File: config.mk
export PLATFORM = sky130hd
export DESIGN_NAME = udp_rxbuf_top
export DESIGN_NICKNAME = d
export VERILOG_FILES = /design/src/logic/udp_rxbuf_pkg.sv /design/src/logic/udp_rxbuf_top.sv /design/src/logic/rx_size_monitor.sv /design/src/logic/udp_rx_writer.sv /design/src/logic/rxbuf_arbiter.sv /design/src/logic/rxbuf_ram.sv
export VERILOG_INCLUDE_DIRS = /design/src /design/src/logic
export SDC_FILE = /design/constraint.sdc
export NUM_CORES = 2
export LEC_CHECK = 0
export BUFFER_PORTS_ARGS = -buffer_cell sky130_fd_sc_hd__buf_2
export CORE_MARGIN = 2
export CORE_UTILIZATION = 52
export DETAILED_ROUTE_END_ITERATION = 12
export PLACE_DENSITY = 0.72
export SYNTH_ARGS = -nofsm -noshare
export SYNTH_HDL_FRONTEND = slang
export SYNTH_HIERARCHICAL = 1
export SYNTH_SLANG_ARGS = --single-unit
File: constraint.sdc
create_clock -name clk -period 7.51 [get_ports clk]
set_input_delay 0.3755 -clock clk [delete_from_list [all_inputs] [get_ports clk]]
set_output_delay 0.3755 -clock clk [all_outputs]
set_load 0.005 [all_outputs]
File: src/logic/udp_rxbuf_defs.svh
`ifndef UDP_RXBUF_DEFS_SVH
`define UDP_RXBUF_DEFS_SVH

// buffer geometry, 64 words of 32 bits.
`define RXBUF_AWIDTH 6
`define RXBUF_DWIDTH 32

// word 1 holds the byte count in its upper half, payload starts at word 2.
`define RXBUF_SIZE_ADDR 1
`define RXBUF_PAYLOAD_BASE 2

// upper byte counts for the red and green LED bands.
`define LED_RED_MAX 10
`define LED_GREEN_MAX 20

// byte count and drop counter width.
`define RX_SIZE_WIDTH 16

`endif
File: src/logic/udp_rxbuf_pkg.sv
`default_nettype none

`include "udp_rxbuf_defs.svh"

package udp_rxbuf_pkg;

    // one word from the network side, valid is a single-cycle strobe.
    typedef struct packed {
        logic                      valid;
        logic                      last;
        logic [`RXBUF_DWIDTH-1:0]  data;
    } rx_beat_t;

    // one access to the shared buffer RAM.
    typedef struct packed {
        logic                      ce;
        logic                      we;
        logic [`RXBUF_AWIDTH-1:0]  addr;
        logic [`RXBUF_DWIDTH-1:0]  wdata;
    } rxbuf_req_t;

    typedef enum logic {
        OWNER_NET,
        OWNER_CPU
    } rxbuf_owner_e;

    typedef enum logic [1:0] {
        WR_COLLECT,
        WR_SIZE,
        WR_RELEASE
    } writer_state_e;

    typedef enum logic [1:0] {
        MON_WAIT,
        MON_SIZE,
        MON_DATA,
        MON_RELEASE
    } monitor_state_e;

    typedef struct packed {
        logic red;
        logic green;
        logic blue;
    } led_t;

endpackage

`default_nettype wire

File: src/logic/udp_rxbuf_top.sv
`timescale 1ns/1ps
`default_nettype none

`include "udp_rxbuf_defs.svh"

module udp_rxbuf_top (
    input  logic                      clk,
    input  logic                      rst_n,
    input  udp_rxbuf_pkg::rx_beat_t   rx_beat,
    output logic                      rx_ready,
    output logic [`RX_SIZE_WIDTH-1:0] drop_count,
    output logic [`RX_SIZE_WIDTH-1:0] last_rx_size,
    output logic [`RXBUF_DWIDTH-1:0]  rx_digest,
    output logic                      rx_done,
    output udp_rxbuf_pkg::led_t       leds
);

    import udp_rxbuf_pkg::*;

    rxbuf_req_t                net_req;
    rxbuf_req_t                cpu_req;
    logic                      net_rel;
    logic                      cpu_rel;
    logic                      net_grant;
    logic                      cpu_grant;
    logic [`RXBUF_DWIDTH-1:0]  rd_data;

    udp_rx_writer u_writer (
        .clk        (clk),
        .rst_n      (rst_n),
        .rx_beat    (rx_beat),
        .net_grant  (net_grant),
        .rx_ready   (rx_ready),
        .drop_count (drop_count),
        .net_req    (net_req),
        .net_rel    (net_rel)
    );

    rx_size_monitor u_monitor (
        .clk          (clk),
        .rst_n        (rst_n),
        .cpu_grant    (cpu_grant),
        .rd_data      (rd_data),
        .cpu_req      (cpu_req),
        .cpu_rel      (cpu_rel),
        .rx_done      (rx_done),
        .last_rx_size (last_rx_size),
        .rx_digest    (rx_digest),
        .leds         (leds)
    );

    rxbuf_arbiter u_arbiter (
        .clk       (clk),
        .rst_n     (rst_n),
        .net_req   (net_req),
        .cpu_req   (cpu_req),
        .net_rel   (net_rel),
        .cpu_rel   (cpu_rel),
        .net_grant (net_grant),
        .cpu_grant (cpu_grant),
        .rd_data   (rd_data)
    );

endmodule

`default_nettype wire

File: src/logic/rx_size_monitor.sv
`timescale 1ns/1ps
`default_nettype none

`include "udp_rxbuf_defs.svh"

module rx_size_monitor (
    input  logic                      clk,
    input  logic                      rst_n,
    input  logic                      cpu_grant,
    input  logic [`RXBUF_DWIDTH-1:0]  rd_data,
    output udp_rxbuf_pkg::rxbuf_req_t cpu_req,
    output logic                      cpu_rel,
    output logic                      rx_done,
    output logic [`RX_SIZE_WIDTH-1:0] last_rx_size,
    output logic [`RXBUF_DWIDTH-1:0]  rx_digest,
    output udp_rxbuf_pkg::led_t       leds
);

    import udp_rxbuf_pkg::*;

    localparam int AW = `RXBUF_AWIDTH;

    monitor_state_e             state;
    logic                       first;
    logic                       pend;
    logic [AW-1:0]              iss_cnt;
    logic [`RX_SIZE_WIDTH-1:0]  size_q;
    logic [`RX_SIZE_WIDTH-1:0]  size_now;
    logic [AW-1:0]              words_now;
    logic [`RXBUF_DWIDTH-1:0]   digest_acc;
    logic                       issue;
    logic                       done;
    led_t                       led_next;

    // in the first data cycle the size word sits on rd_data.
    assign size_now  = first ? rd_data[`RXBUF_DWIDTH-1 -: `RX_SIZE_WIDTH] : size_q;
    assign words_now = size_now[AW+1:2];
    assign issue     = (state == MON_DATA) && (iss_cnt < words_now);
    assign done      = (state == MON_DATA) && !first && !pend && !issue;

    always_comb begin
        cpu_req = '0;
        if (state == MON_SIZE) begin
            cpu_req.ce   = 1'b1;
            cpu_req.addr = AW'(`RXBUF_SIZE_ADDR);
        end else if (issue) begin
            cpu_req.ce   = 1'b1;
            cpu_req.addr = AW'(`RXBUF_PAYLOAD_BASE) + iss_cnt;
        end
    end

    always_comb begin
        led_next.red   = (size_q >= 1) && (size_q <= `LED_RED_MAX);
        led_next.green = (size_q > `LED_RED_MAX) && (size_q <= `LED_GREEN_MAX);
        led_next.blue  = (size_q > `LED_GREEN_MAX);
    end

    always_ff @(posedge clk) begin
        if (!rst_n) begin
            state        <= MON_WAIT;
            first        <= 1'b0;
            pend         <= 1'b0;
            iss_cnt      <= '0;
            cpu_rel      <= 1'b0;
            rx_done      <= 1'b0;
            last_rx_size <= '0;
            rx_digest    <= '0;
            leds         <= '0;
        end else begin
            cpu_rel <= 1'b0;
            rx_done <= 1'b0;
            case (state)
                MON_WAIT: begin
                    if (cpu_grant) begin
                        state <= MON_SIZE;
                    end
                end
                MON_SIZE: begin
                    first   <= 1'b1;
                    pend    <= 1'b0;
                    iss_cnt <= '0;
                    state   <= MON_DATA;
                end
                MON_DATA: begin
                    first <= 1'b0;
                    pend  <= issue;  // one payload read stays in flight.
                    if (issue) begin
                        iss_cnt <= iss_cnt + 1'b1;
                    end
                    if (done) begin
                        last_rx_size <= size_q;
                        rx_digest    <= digest_acc;
                        leds         <= led_next;
                        rx_done      <= 1'b1;
                        cpu_rel      <= 1'b1;
                        state        <= MON_RELEASE;
                    end
                end
                MON_RELEASE: begin
                    state <= MON_WAIT;  // grant has moved back by now.
                end
                default: begin
                    state <= MON_WAIT;
                end
            endcase
        end
    end

    always_ff @(posedge clk) begin
        if (state == MON_SIZE) begin
            digest_acc <= '0;
        end else if ((state == MON_DATA) && pend) begin
            digest_acc <= digest_acc ^ rd_data;
        end
        if ((state == MON_DATA) && first) begin
            size_q <= size_now;
        end
    end

endmodule

`default_nettype wire

File: src/logic/udp_rx_writer.sv
`timescale 1ns/1ps
`default_nettype none

`include "udp_rxbuf_defs.svh"

module udp_rx_writer (
    input  logic                      clk,
    input  logic                      rst_n,
    input  udp_rxbuf_pkg::rx_beat_t   rx_beat,
    input  logic                      net_grant,
    output logic                      rx_ready,
    output logic [`RX_SIZE_WIDTH-1:0] drop_count,
    output udp_rxbuf_pkg::rxbuf_req_t net_req,
    output logic                      net_rel
);

    import udp_rxbuf_pkg::*;

    // one extra bit lets the pointer reach the end of the buffer without wrapping.
    localparam int                PTR_W    = `RXBUF_AWIDTH + 1;
    localparam logic [PTR_W-1:0]  PTR_BASE = PTR_W'(`RXBUF_PAYLOAD_BASE);
    localparam logic [PTR_W-1:0]  PTR_END  = PTR_W'(1 << `RXBUF_AWIDTH);

    writer_state_e              state;
    logic [PTR_W-1:0]           wr_ptr;
    logic [PTR_W-1:0]           stored;
    logic [`RX_SIZE_WIDTH-1:0]  byte_cnt;
    logic                       accept;
    logic                       full;
    logic                       drop;

    // net_rel is still high while the grant has not yet moved over.
    assign rx_ready = net_grant && (state == WR_COLLECT) && !net_rel;
    assign accept   = rx_beat.valid && rx_ready;
    assign full     = (wr_ptr == PTR_END);
    assign drop     = rx_beat.valid && (!rx_ready || full);
    assign stored   = wr_ptr - PTR_BASE;
    assign byte_cnt = {{(`RX_SIZE_WIDTH - PTR_W - 2){1'b0}}, stored, 2'b00};

    always_ff @(posedge clk) begin
        if (!rst_n) begin
            state      <= WR_COLLECT;
            wr_ptr     <= PTR_BASE;
            drop_count <= '0;
            net_req    <= '0;
            net_rel    <= 1'b0;
        end else begin
            net_req.ce <= 1'b0;
            net_req.we <= 1'b0;
            net_rel    <= 1'b0;

            if (drop) begin
                drop_count <= drop_count + 1'b1;
            end

            case (state)
                WR_COLLECT: begin
                    if (accept) begin
                        if (!full) begin
                            net_req.ce    <= 1'b1;
                            net_req.we    <= 1'b1;
                            net_req.addr  <= wr_ptr[`RXBUF_AWIDTH-1:0];
                            net_req.wdata <= rx_beat.data;
                            wr_ptr        <= wr_ptr + 1'b1;
                        end
                        if (rx_beat.last) begin
                            state <= WR_SIZE;  // last still closes an overflowing packet.
                        end
                    end
                end
                WR_SIZE: begin
                    net_req.ce    <= 1'b1;
                    net_req.we    <= 1'b1;
                    net_req.addr  <= `RXBUF_AWIDTH'(`RXBUF_SIZE_ADDR);
                    net_req.wdata <= {byte_cnt, {(`RXBUF_DWIDTH - `RX_SIZE_WIDTH){1'b0}}};
                    state         <= WR_RELEASE;
                end
                WR_RELEASE: begin
                    net_rel <= 1'b1;
                    wr_ptr  <= PTR_BASE;
                    state   <= WR_COLLECT;
                end
                default: begin
                    state <= WR_COLLECT;
                end
            endcase
        end
    end

endmodule

`default_nettype wire

File: src/logic/rxbuf_arbiter.sv
`timescale 1ns/1ps
`default_nettype none

`include "udp_rxbuf_defs.svh"

module rxbuf_arbiter (
    input  logic                      clk,
    input  logic                      rst_n,
    input  udp_rxbuf_pkg::rxbuf_req_t net_req,
    input  udp_rxbuf_pkg::rxbuf_req_t cpu_req,
    input  logic                      net_rel,
    input  logic                      cpu_rel,
    output logic                      net_grant,
    output logic                      cpu_grant,
    output logic [`RXBUF_DWIDTH-1:0]  rd_data
);

    import udp_rxbuf_pkg::*;

    rxbuf_owner_e owner;
    rxbuf_req_t   ram_req;

    // the buffer only changes hands on a release from its current owner.
    always_ff @(posedge clk) begin
        if (!rst_n) begin
            owner <= OWNER_NET;
        end else begin
            case (owner)
                OWNER_NET: begin
                    if (net_rel) begin
                        owner <= OWNER_CPU;
                    end
                end
                OWNER_CPU: begin
                    if (cpu_rel) begin
                        owner <= OWNER_NET;
                    end
                end
                default: begin
                    owner <= OWNER_NET;
                end
            endcase
        end
    end

    assign net_grant = (owner == OWNER_NET);
    assign cpu_grant = (owner == OWNER_CPU);

    always_comb begin
        if (owner == OWNER_NET) begin
            ram_req = net_req;
        end else begin
            ram_req = cpu_req;  // requests from the other side never reach the RAM.
        end
    end

    rxbuf_ram u_ram (
        .clk     (clk),
        .req     (ram_req),
        .rd_data (rd_data)
    );

endmodule

`default_nettype wire

File: src/logic/rxbuf_ram.sv
`timescale 1ns/1ps
`default_nettype none

`include "udp_rxbuf_defs.svh"

module rxbuf_ram (
    input  logic                      clk,
    input  udp_rxbuf_pkg::rxbuf_req_t req,
    output logic [`RXBUF_DWIDTH-1:0]  rd_data
);

    localparam int DEPTH = 1 << `RXBUF_AWIDTH;

    logic [`RXBUF_DWIDTH-1:0] mem [0:DEPTH-1];

    always_ff @(posedge clk) begin
        if (req.ce) begin
            if (req.we) begin
                mem[req.addr] <= req.wdata;
            end else begin
                rd_data <= mem[req.addr];  // data shows up one cycle after the read.
            end
        end
    end

endmodule

`default_nettype wire

Yosys cells after proc, flatten, opt, wreduce, memory -nomap -nowiden
Memories as Yosys holds them, arrays and structs flattened. A register that Yosys moved wholly into a read port is not among the register bits.
Index checks and enable logic that the tools add are counted.

storage, ports and cells
  register bits = 177
  bits in writable memories = 2048
  input port bits = 36
  output and inout port bits = 69
  word-level logic and storage cells = 111
  memories kept = 1

memory list
  memory               words  width  rd ports  clocked after Yosys merged registers in  write ports  line             source
  u_arbiter.u_ram.mem  64     32     1         1                                        1            rxbuf_ram.sv:14  logic [`RXBUF_DWIDTH-1:0] mem [0:DEPTH-1];

cells by class
  add/subtract/negate cells = 5
  magnitude comparators = 6
  equal/unequal tests = 12
  muxes and demuxes = 30
  bitwise gates (word level) = 3
  reduce and logical (&&, ||, !) cells = 32

operators with widths
  kind                     count
  $mux W40                 3
  $pmux W40 S2             1
  $xor A32 B32 Y32         1
  $mux W6                  3
  $add A16 B1 Y16 const B  1
  $ge A16 B1 Y1 const B    1
  $gt A16 B4 Y1 const B    1
  $gt A16 B5 Y1 const B    1
  $le A16 B4 Y1 const B    1
  $le A16 B5 Y1 const B    1
  $mux W7                  2
  $pmux W7 S2              1
  $reduce_and A2 Y1        7
  $logic_and A1 B1 Y1      12
  $pmux W6 S2              1
  $mux W1                  9
  $mux W2                  4
  $mux W8                  1
  $ne A2 B1 Y1 const B     4
  $pmux W2 S4              1
  $add A7 B1 Y7 const B    1
  $eq A7 B7 Y1 const B     1
  $sub A7 B2 Y7 const B    1
  $add A2 B6 Y6 const A    1
  13 further kinds         28

Logic depth before layout (Yosys ltp)
  depth after elaboration = 9
  mapped depth = 20
  depth with buffers taken out = 13

Modules after synthesis
Netlist, hierarchy kept.

by module, submodules not included
  module           times used  cells each  area an instance (um^2)
  rxbuf_ram        1           4436        78496.5
  rx_size_monitor  1           526         4958.5
  udp_rx_writer    1           332         2777.7
  rxbuf_arbiter    1           50          732.0

Worst setup path after synthesis
No wires, ideal clock.

  path kind = register to register
  start point = register u_monitor.first
  end point = memory u_arbiter/u_ram/mem[15][0] in the netlist's numbering, enable pin
  arrival = 5095 ps
  slack = 1994 ps
  cell stages (with the launch flop) = 18
  path buffers = 7
  cells stage by stage = dfxtp_1 -> buf_6 -> mux2i_1 -> ha_1 -> a21o_1 -> a211oi_2 -> nand2_1 -> nor3b_1 -> mux2_4 -> buf_6 -> buf_4 -> buf_4 -> buf_2 -> buf_2 -> clkbuf_1 -> and3_1 -> nand2_1 -> nor2_1

RTL lines
  element                 line                   source
  start, declared         rx_size_monitor.sv:24  logic first;
  start signal, assigned  rx_size_monitor.sv:61  first <= 1'b0;
  start signal, assigned  rx_size_monitor.sv:79  first <= 1'b1;
  start signal, assigned  rx_size_monitor.sv:85  first <= 1'b0;
  end, declared           rxbuf_ram.sv:14

==> flow_summary_export.csv <==
group,metric,value,unit
floorplan,rows,150,
sta,rsz0062_at_grt,"no",
finish,final_cell_area,97530,um2
critical_path,reg2reg_depth,15,
global_routing,grt_overflow,0,
floorplan,io_pins,105,
sta,hold_viol,0,
critical_path,cp-end-kind,"flip-flop",
power_and_ir_drop,leakagePower,31.05,nW
place,dp_slack,1086,ps
floorplan,core,166700,um2
synthesis,syn_avg_cell_area,16.27,um2
clock_network,cts_buffer_depth,3,
place,io_buffer_count,104,
route,totalWireLength,247.1,mm
route,vias_per_cell,6.723,
synthesis,ys_warn_count,6,
clock_network,post_cts_resized,0,
floorplan,die_y,413.0,um
synthesis,synth_top_area_cell,"edfxtp_1",
route,drtPass1Iterations,6,
route,drtAntennaViolNets,0,
critical_path,path_class,"reg2reg",
synthesis,async_flop_share,0,%
floorplan,start_util,52.18,%
synthesis,post-synth-top-count-cell,"edfxtp_1",
sta,worstMarginPinSlew,1347,ps
global_routing,antenna_found_initial,17,
place,globalplace.congestion,0.9267,
clock_network,htree_levels,4,
power_and_ir_drop,peakVddDrop,0.0002892,V
place,dpl_cell_area,90480,um2
sta,layout_setup_ws,853.0,ps
route,via_count,52960,
place,dp_hpwl,144.0,mm
clock_network,clkTransAtPathRegs,60,ps
clock_network,clock_latency,870,ps
hold_path,min-delay-path-class,"in2reg",
hold_path,whs_path_depth,4,
synthesis,netlist_instances,5344,
power_and_ir_drop,power.density,265.6,nW/um2
critical_path,cp-start-kind,"flip-flop",
synthesis,synth_edf_count,2096,
floorplan,die_area,170500,um2
synthesis,syn-cell-area,86960,um2
floorplan,die_width,413.0,um
clock_network,clkSinkCount,2256,
place,dp_cells,7442,
synthesis,synth_area_leaders,"edfxtp_1 72%, a22oi_1 4.2%, dfxtp_1 3.7%, mux2i_1 3.5%, o22ai_1 1.7%",
job,drv_cap,0,
status,status,"finished clean",
critical_path,crit_required,8090,ps
sta,setup_violations,0,
synthesis,yosysTopAreaCellShare,72.37,%
sta,fin_crit,6657,ps
route,route.detailed.drc,0,
sta,max_freq,150.2,MHz
clock_network,cts_buffers,211,
global_routing,grt_max_degree,108,
critical_path,critPathArrivalTime,7240,ps
sta,period_share,88.64,%
clock_network,root_buffer,"clkbuf_16",
sta,drv_slew,0,
synthesis,ys_seq_elements,2256,
route,drtIter0Drc,8311,
synthesis,synthFlopType,"edfxtp_1",
critical_path,cp_max_fo,43,
finish,area_delta_synth_final,12.15,%
synthesis,synth_common_cells,"2096 x edfxtp_1, 482 x a22oi_1, 301 x mux2i_1, 295 x nand2_1, 239 x clkbuf_1",
finish,drive_gt1_share,13.94,%
clock_network,cts_tree,"built",
global_routing,grt_pass1_wl,352.9,mm
finish,final_cells,7878,
finish,fin_nets,5540,
sta,relSlewSlack,10.04,%
sta,finalClockSkew,61.59,ps
global_routing,grt_pass1_vias,50410,
synthesis,seq_area_frac_synth,76.06,%
global_routing,grt_usage,28.59,%
finish,postLayoutCoreUtil,58.52,%
route,wl_per_cell,31.37,um
synthesis,synthDistinctLibCells,75,
sta,fin_tns_setup,0,ps
## worst paths after layout
path / to / start / slack [ps]
worst max-delay path: u_arbiter/u_ram/rd_data[10] / u_monitor/first / 850
worst min-delay path: u_writer/net_req[25] / rx_beat[25] / 300
worst max register to register: u_arbiter/u_ram/rd_data[10] / u_monitor/first / 850
worst min register to register: u_monitor/rx_digest[0] / u_monitor/rx_digest[0] / 450
## placed cells by master (no fill, tap or decap), drive strengths merged, types with 30 or more instances in the layout
cell type,synthesis,routed
edfxtp,2096,2096
a22oi,482,482
mux2i,301,301
nand2,297,297
buf,182,283
clkbuf,239,269
o22ai,238,238
nor2,202,202
a221oi,171,171
dfxtp,160,160
a21oi,133,133
mux2,114,114
o21ai,111,111
clkinv,3,94
nand3,56,56
nor3,55,55
a31oi,45,45
dlygate4sd3,0,38
or3,38,38
xor2,37,37
conb,1,33
o22a,30,30
## logic make-up (layout without fill, tap and decap cells)
family / count (synthesis) / in the layout / synth area share (%)
simple gates: 762 / 762 / 3.981
other cells: 1 / 45 / 0.004312
fa+ha+maj: 15 / 15 / 0.2158
compound gates: 1404 / 1404 / 11.55
mux: 423 / 423 / 5.320
flops: 2256 / 2256 / 76.06
xor+xnor: 39 / 39 / 0.3928
buf+inv: 444 / 730 / 2.475
## critical path, stage by stage, from the launching register on
cell	delay (ps)
dfxtp_1	630
mux2i_1	370
ha_1	320
a21o_1	220
a211oi_2	530
nand2_1	380
nor3b_1	340
mux2_8	520
buf_4	650
nor2_4	280
buf_4	310
buf_4	210
a22oi_1	180
a31oi_1	120
or4_1	740
or3_1	460
## routing by layer
| layer | wire [um] | track usage [%] | part of all wire (%) | up-vias |
|---|---|---|---|---|
| li1 | - | - | - | 21830 |
| met1 | 88840 | 37.97 | 36 | 26720 |
| met2 | 113400 | 43.76 | 46 | 3744 |
| met3 | 30560 | 7.220 | 12 | 654 |
| met4 | 14130 | 14.93 | 5.7 | 14 |
| met5 | 126 | 0 | 0.051 | - |
## through the flow
stage                     power (mW)  hold WS (ps)
after global routing           26.55         301.6
after floorplan                15.16         426.2
after global placement         15.80         441.9
after CTS                      25.95         245.9
final                          25.90         302.5
after detailed placement       15.83         447.3
## what timing repair did
action | 4_1_cts | 5_1_grt
endpoints found under the hold margin | 43 | 0
buffers inserted | 0 | 0
hold buffers | 38 | 0
## report_power, final
| part | internal, mW | switching, mW |
|---|---|---|
| registers | 13.9 | 0.0524 |
| clock network | 5.66 | 4.61 |
| logic | 0.469 | 1.24 |
| total | 20.0 | 5.90 |
## layout make-up
cell class                      count  area, um2
Antenna cell                       12      30.03
Clock buffer                      269       5604
Clock inverter                    117       1033
Fill cell                       12060      69130
Inverter                           23      87.58
Multi-Input combinational cell   2676      19420
Sequential cell                  2256      66140
Tap cell                         2204       2758
Timing Repair Buffer              321       2447
## flip-flops by register name, summed over array words and instances, names as in the netlist
signal / flops
u_writer/wr_ptr: 7
u_writer/state: 2
u_monitor/first: 1
u_writer/drop_count: 16
u_arbiter/u_ram/mem: 2048
u_writer/net_rel: 1
u_monitor/rx_done: 1
u_monitor/last_rx_size: 16
u_monitor/digest_acc: 32
u_monitor/pend: 1
u_monitor/leds: 3
u_monitor/rx_digest: 32
u_arbiter/cpu_grant: 1
u_monitor/state: 2
u_monitor/size_q: 16
u_monitor/iss_cnt: 6
u_writer/net_req: 39
u_arbiter/u_ram/rd_data: 32
Power figures use the tool's default switching activity.
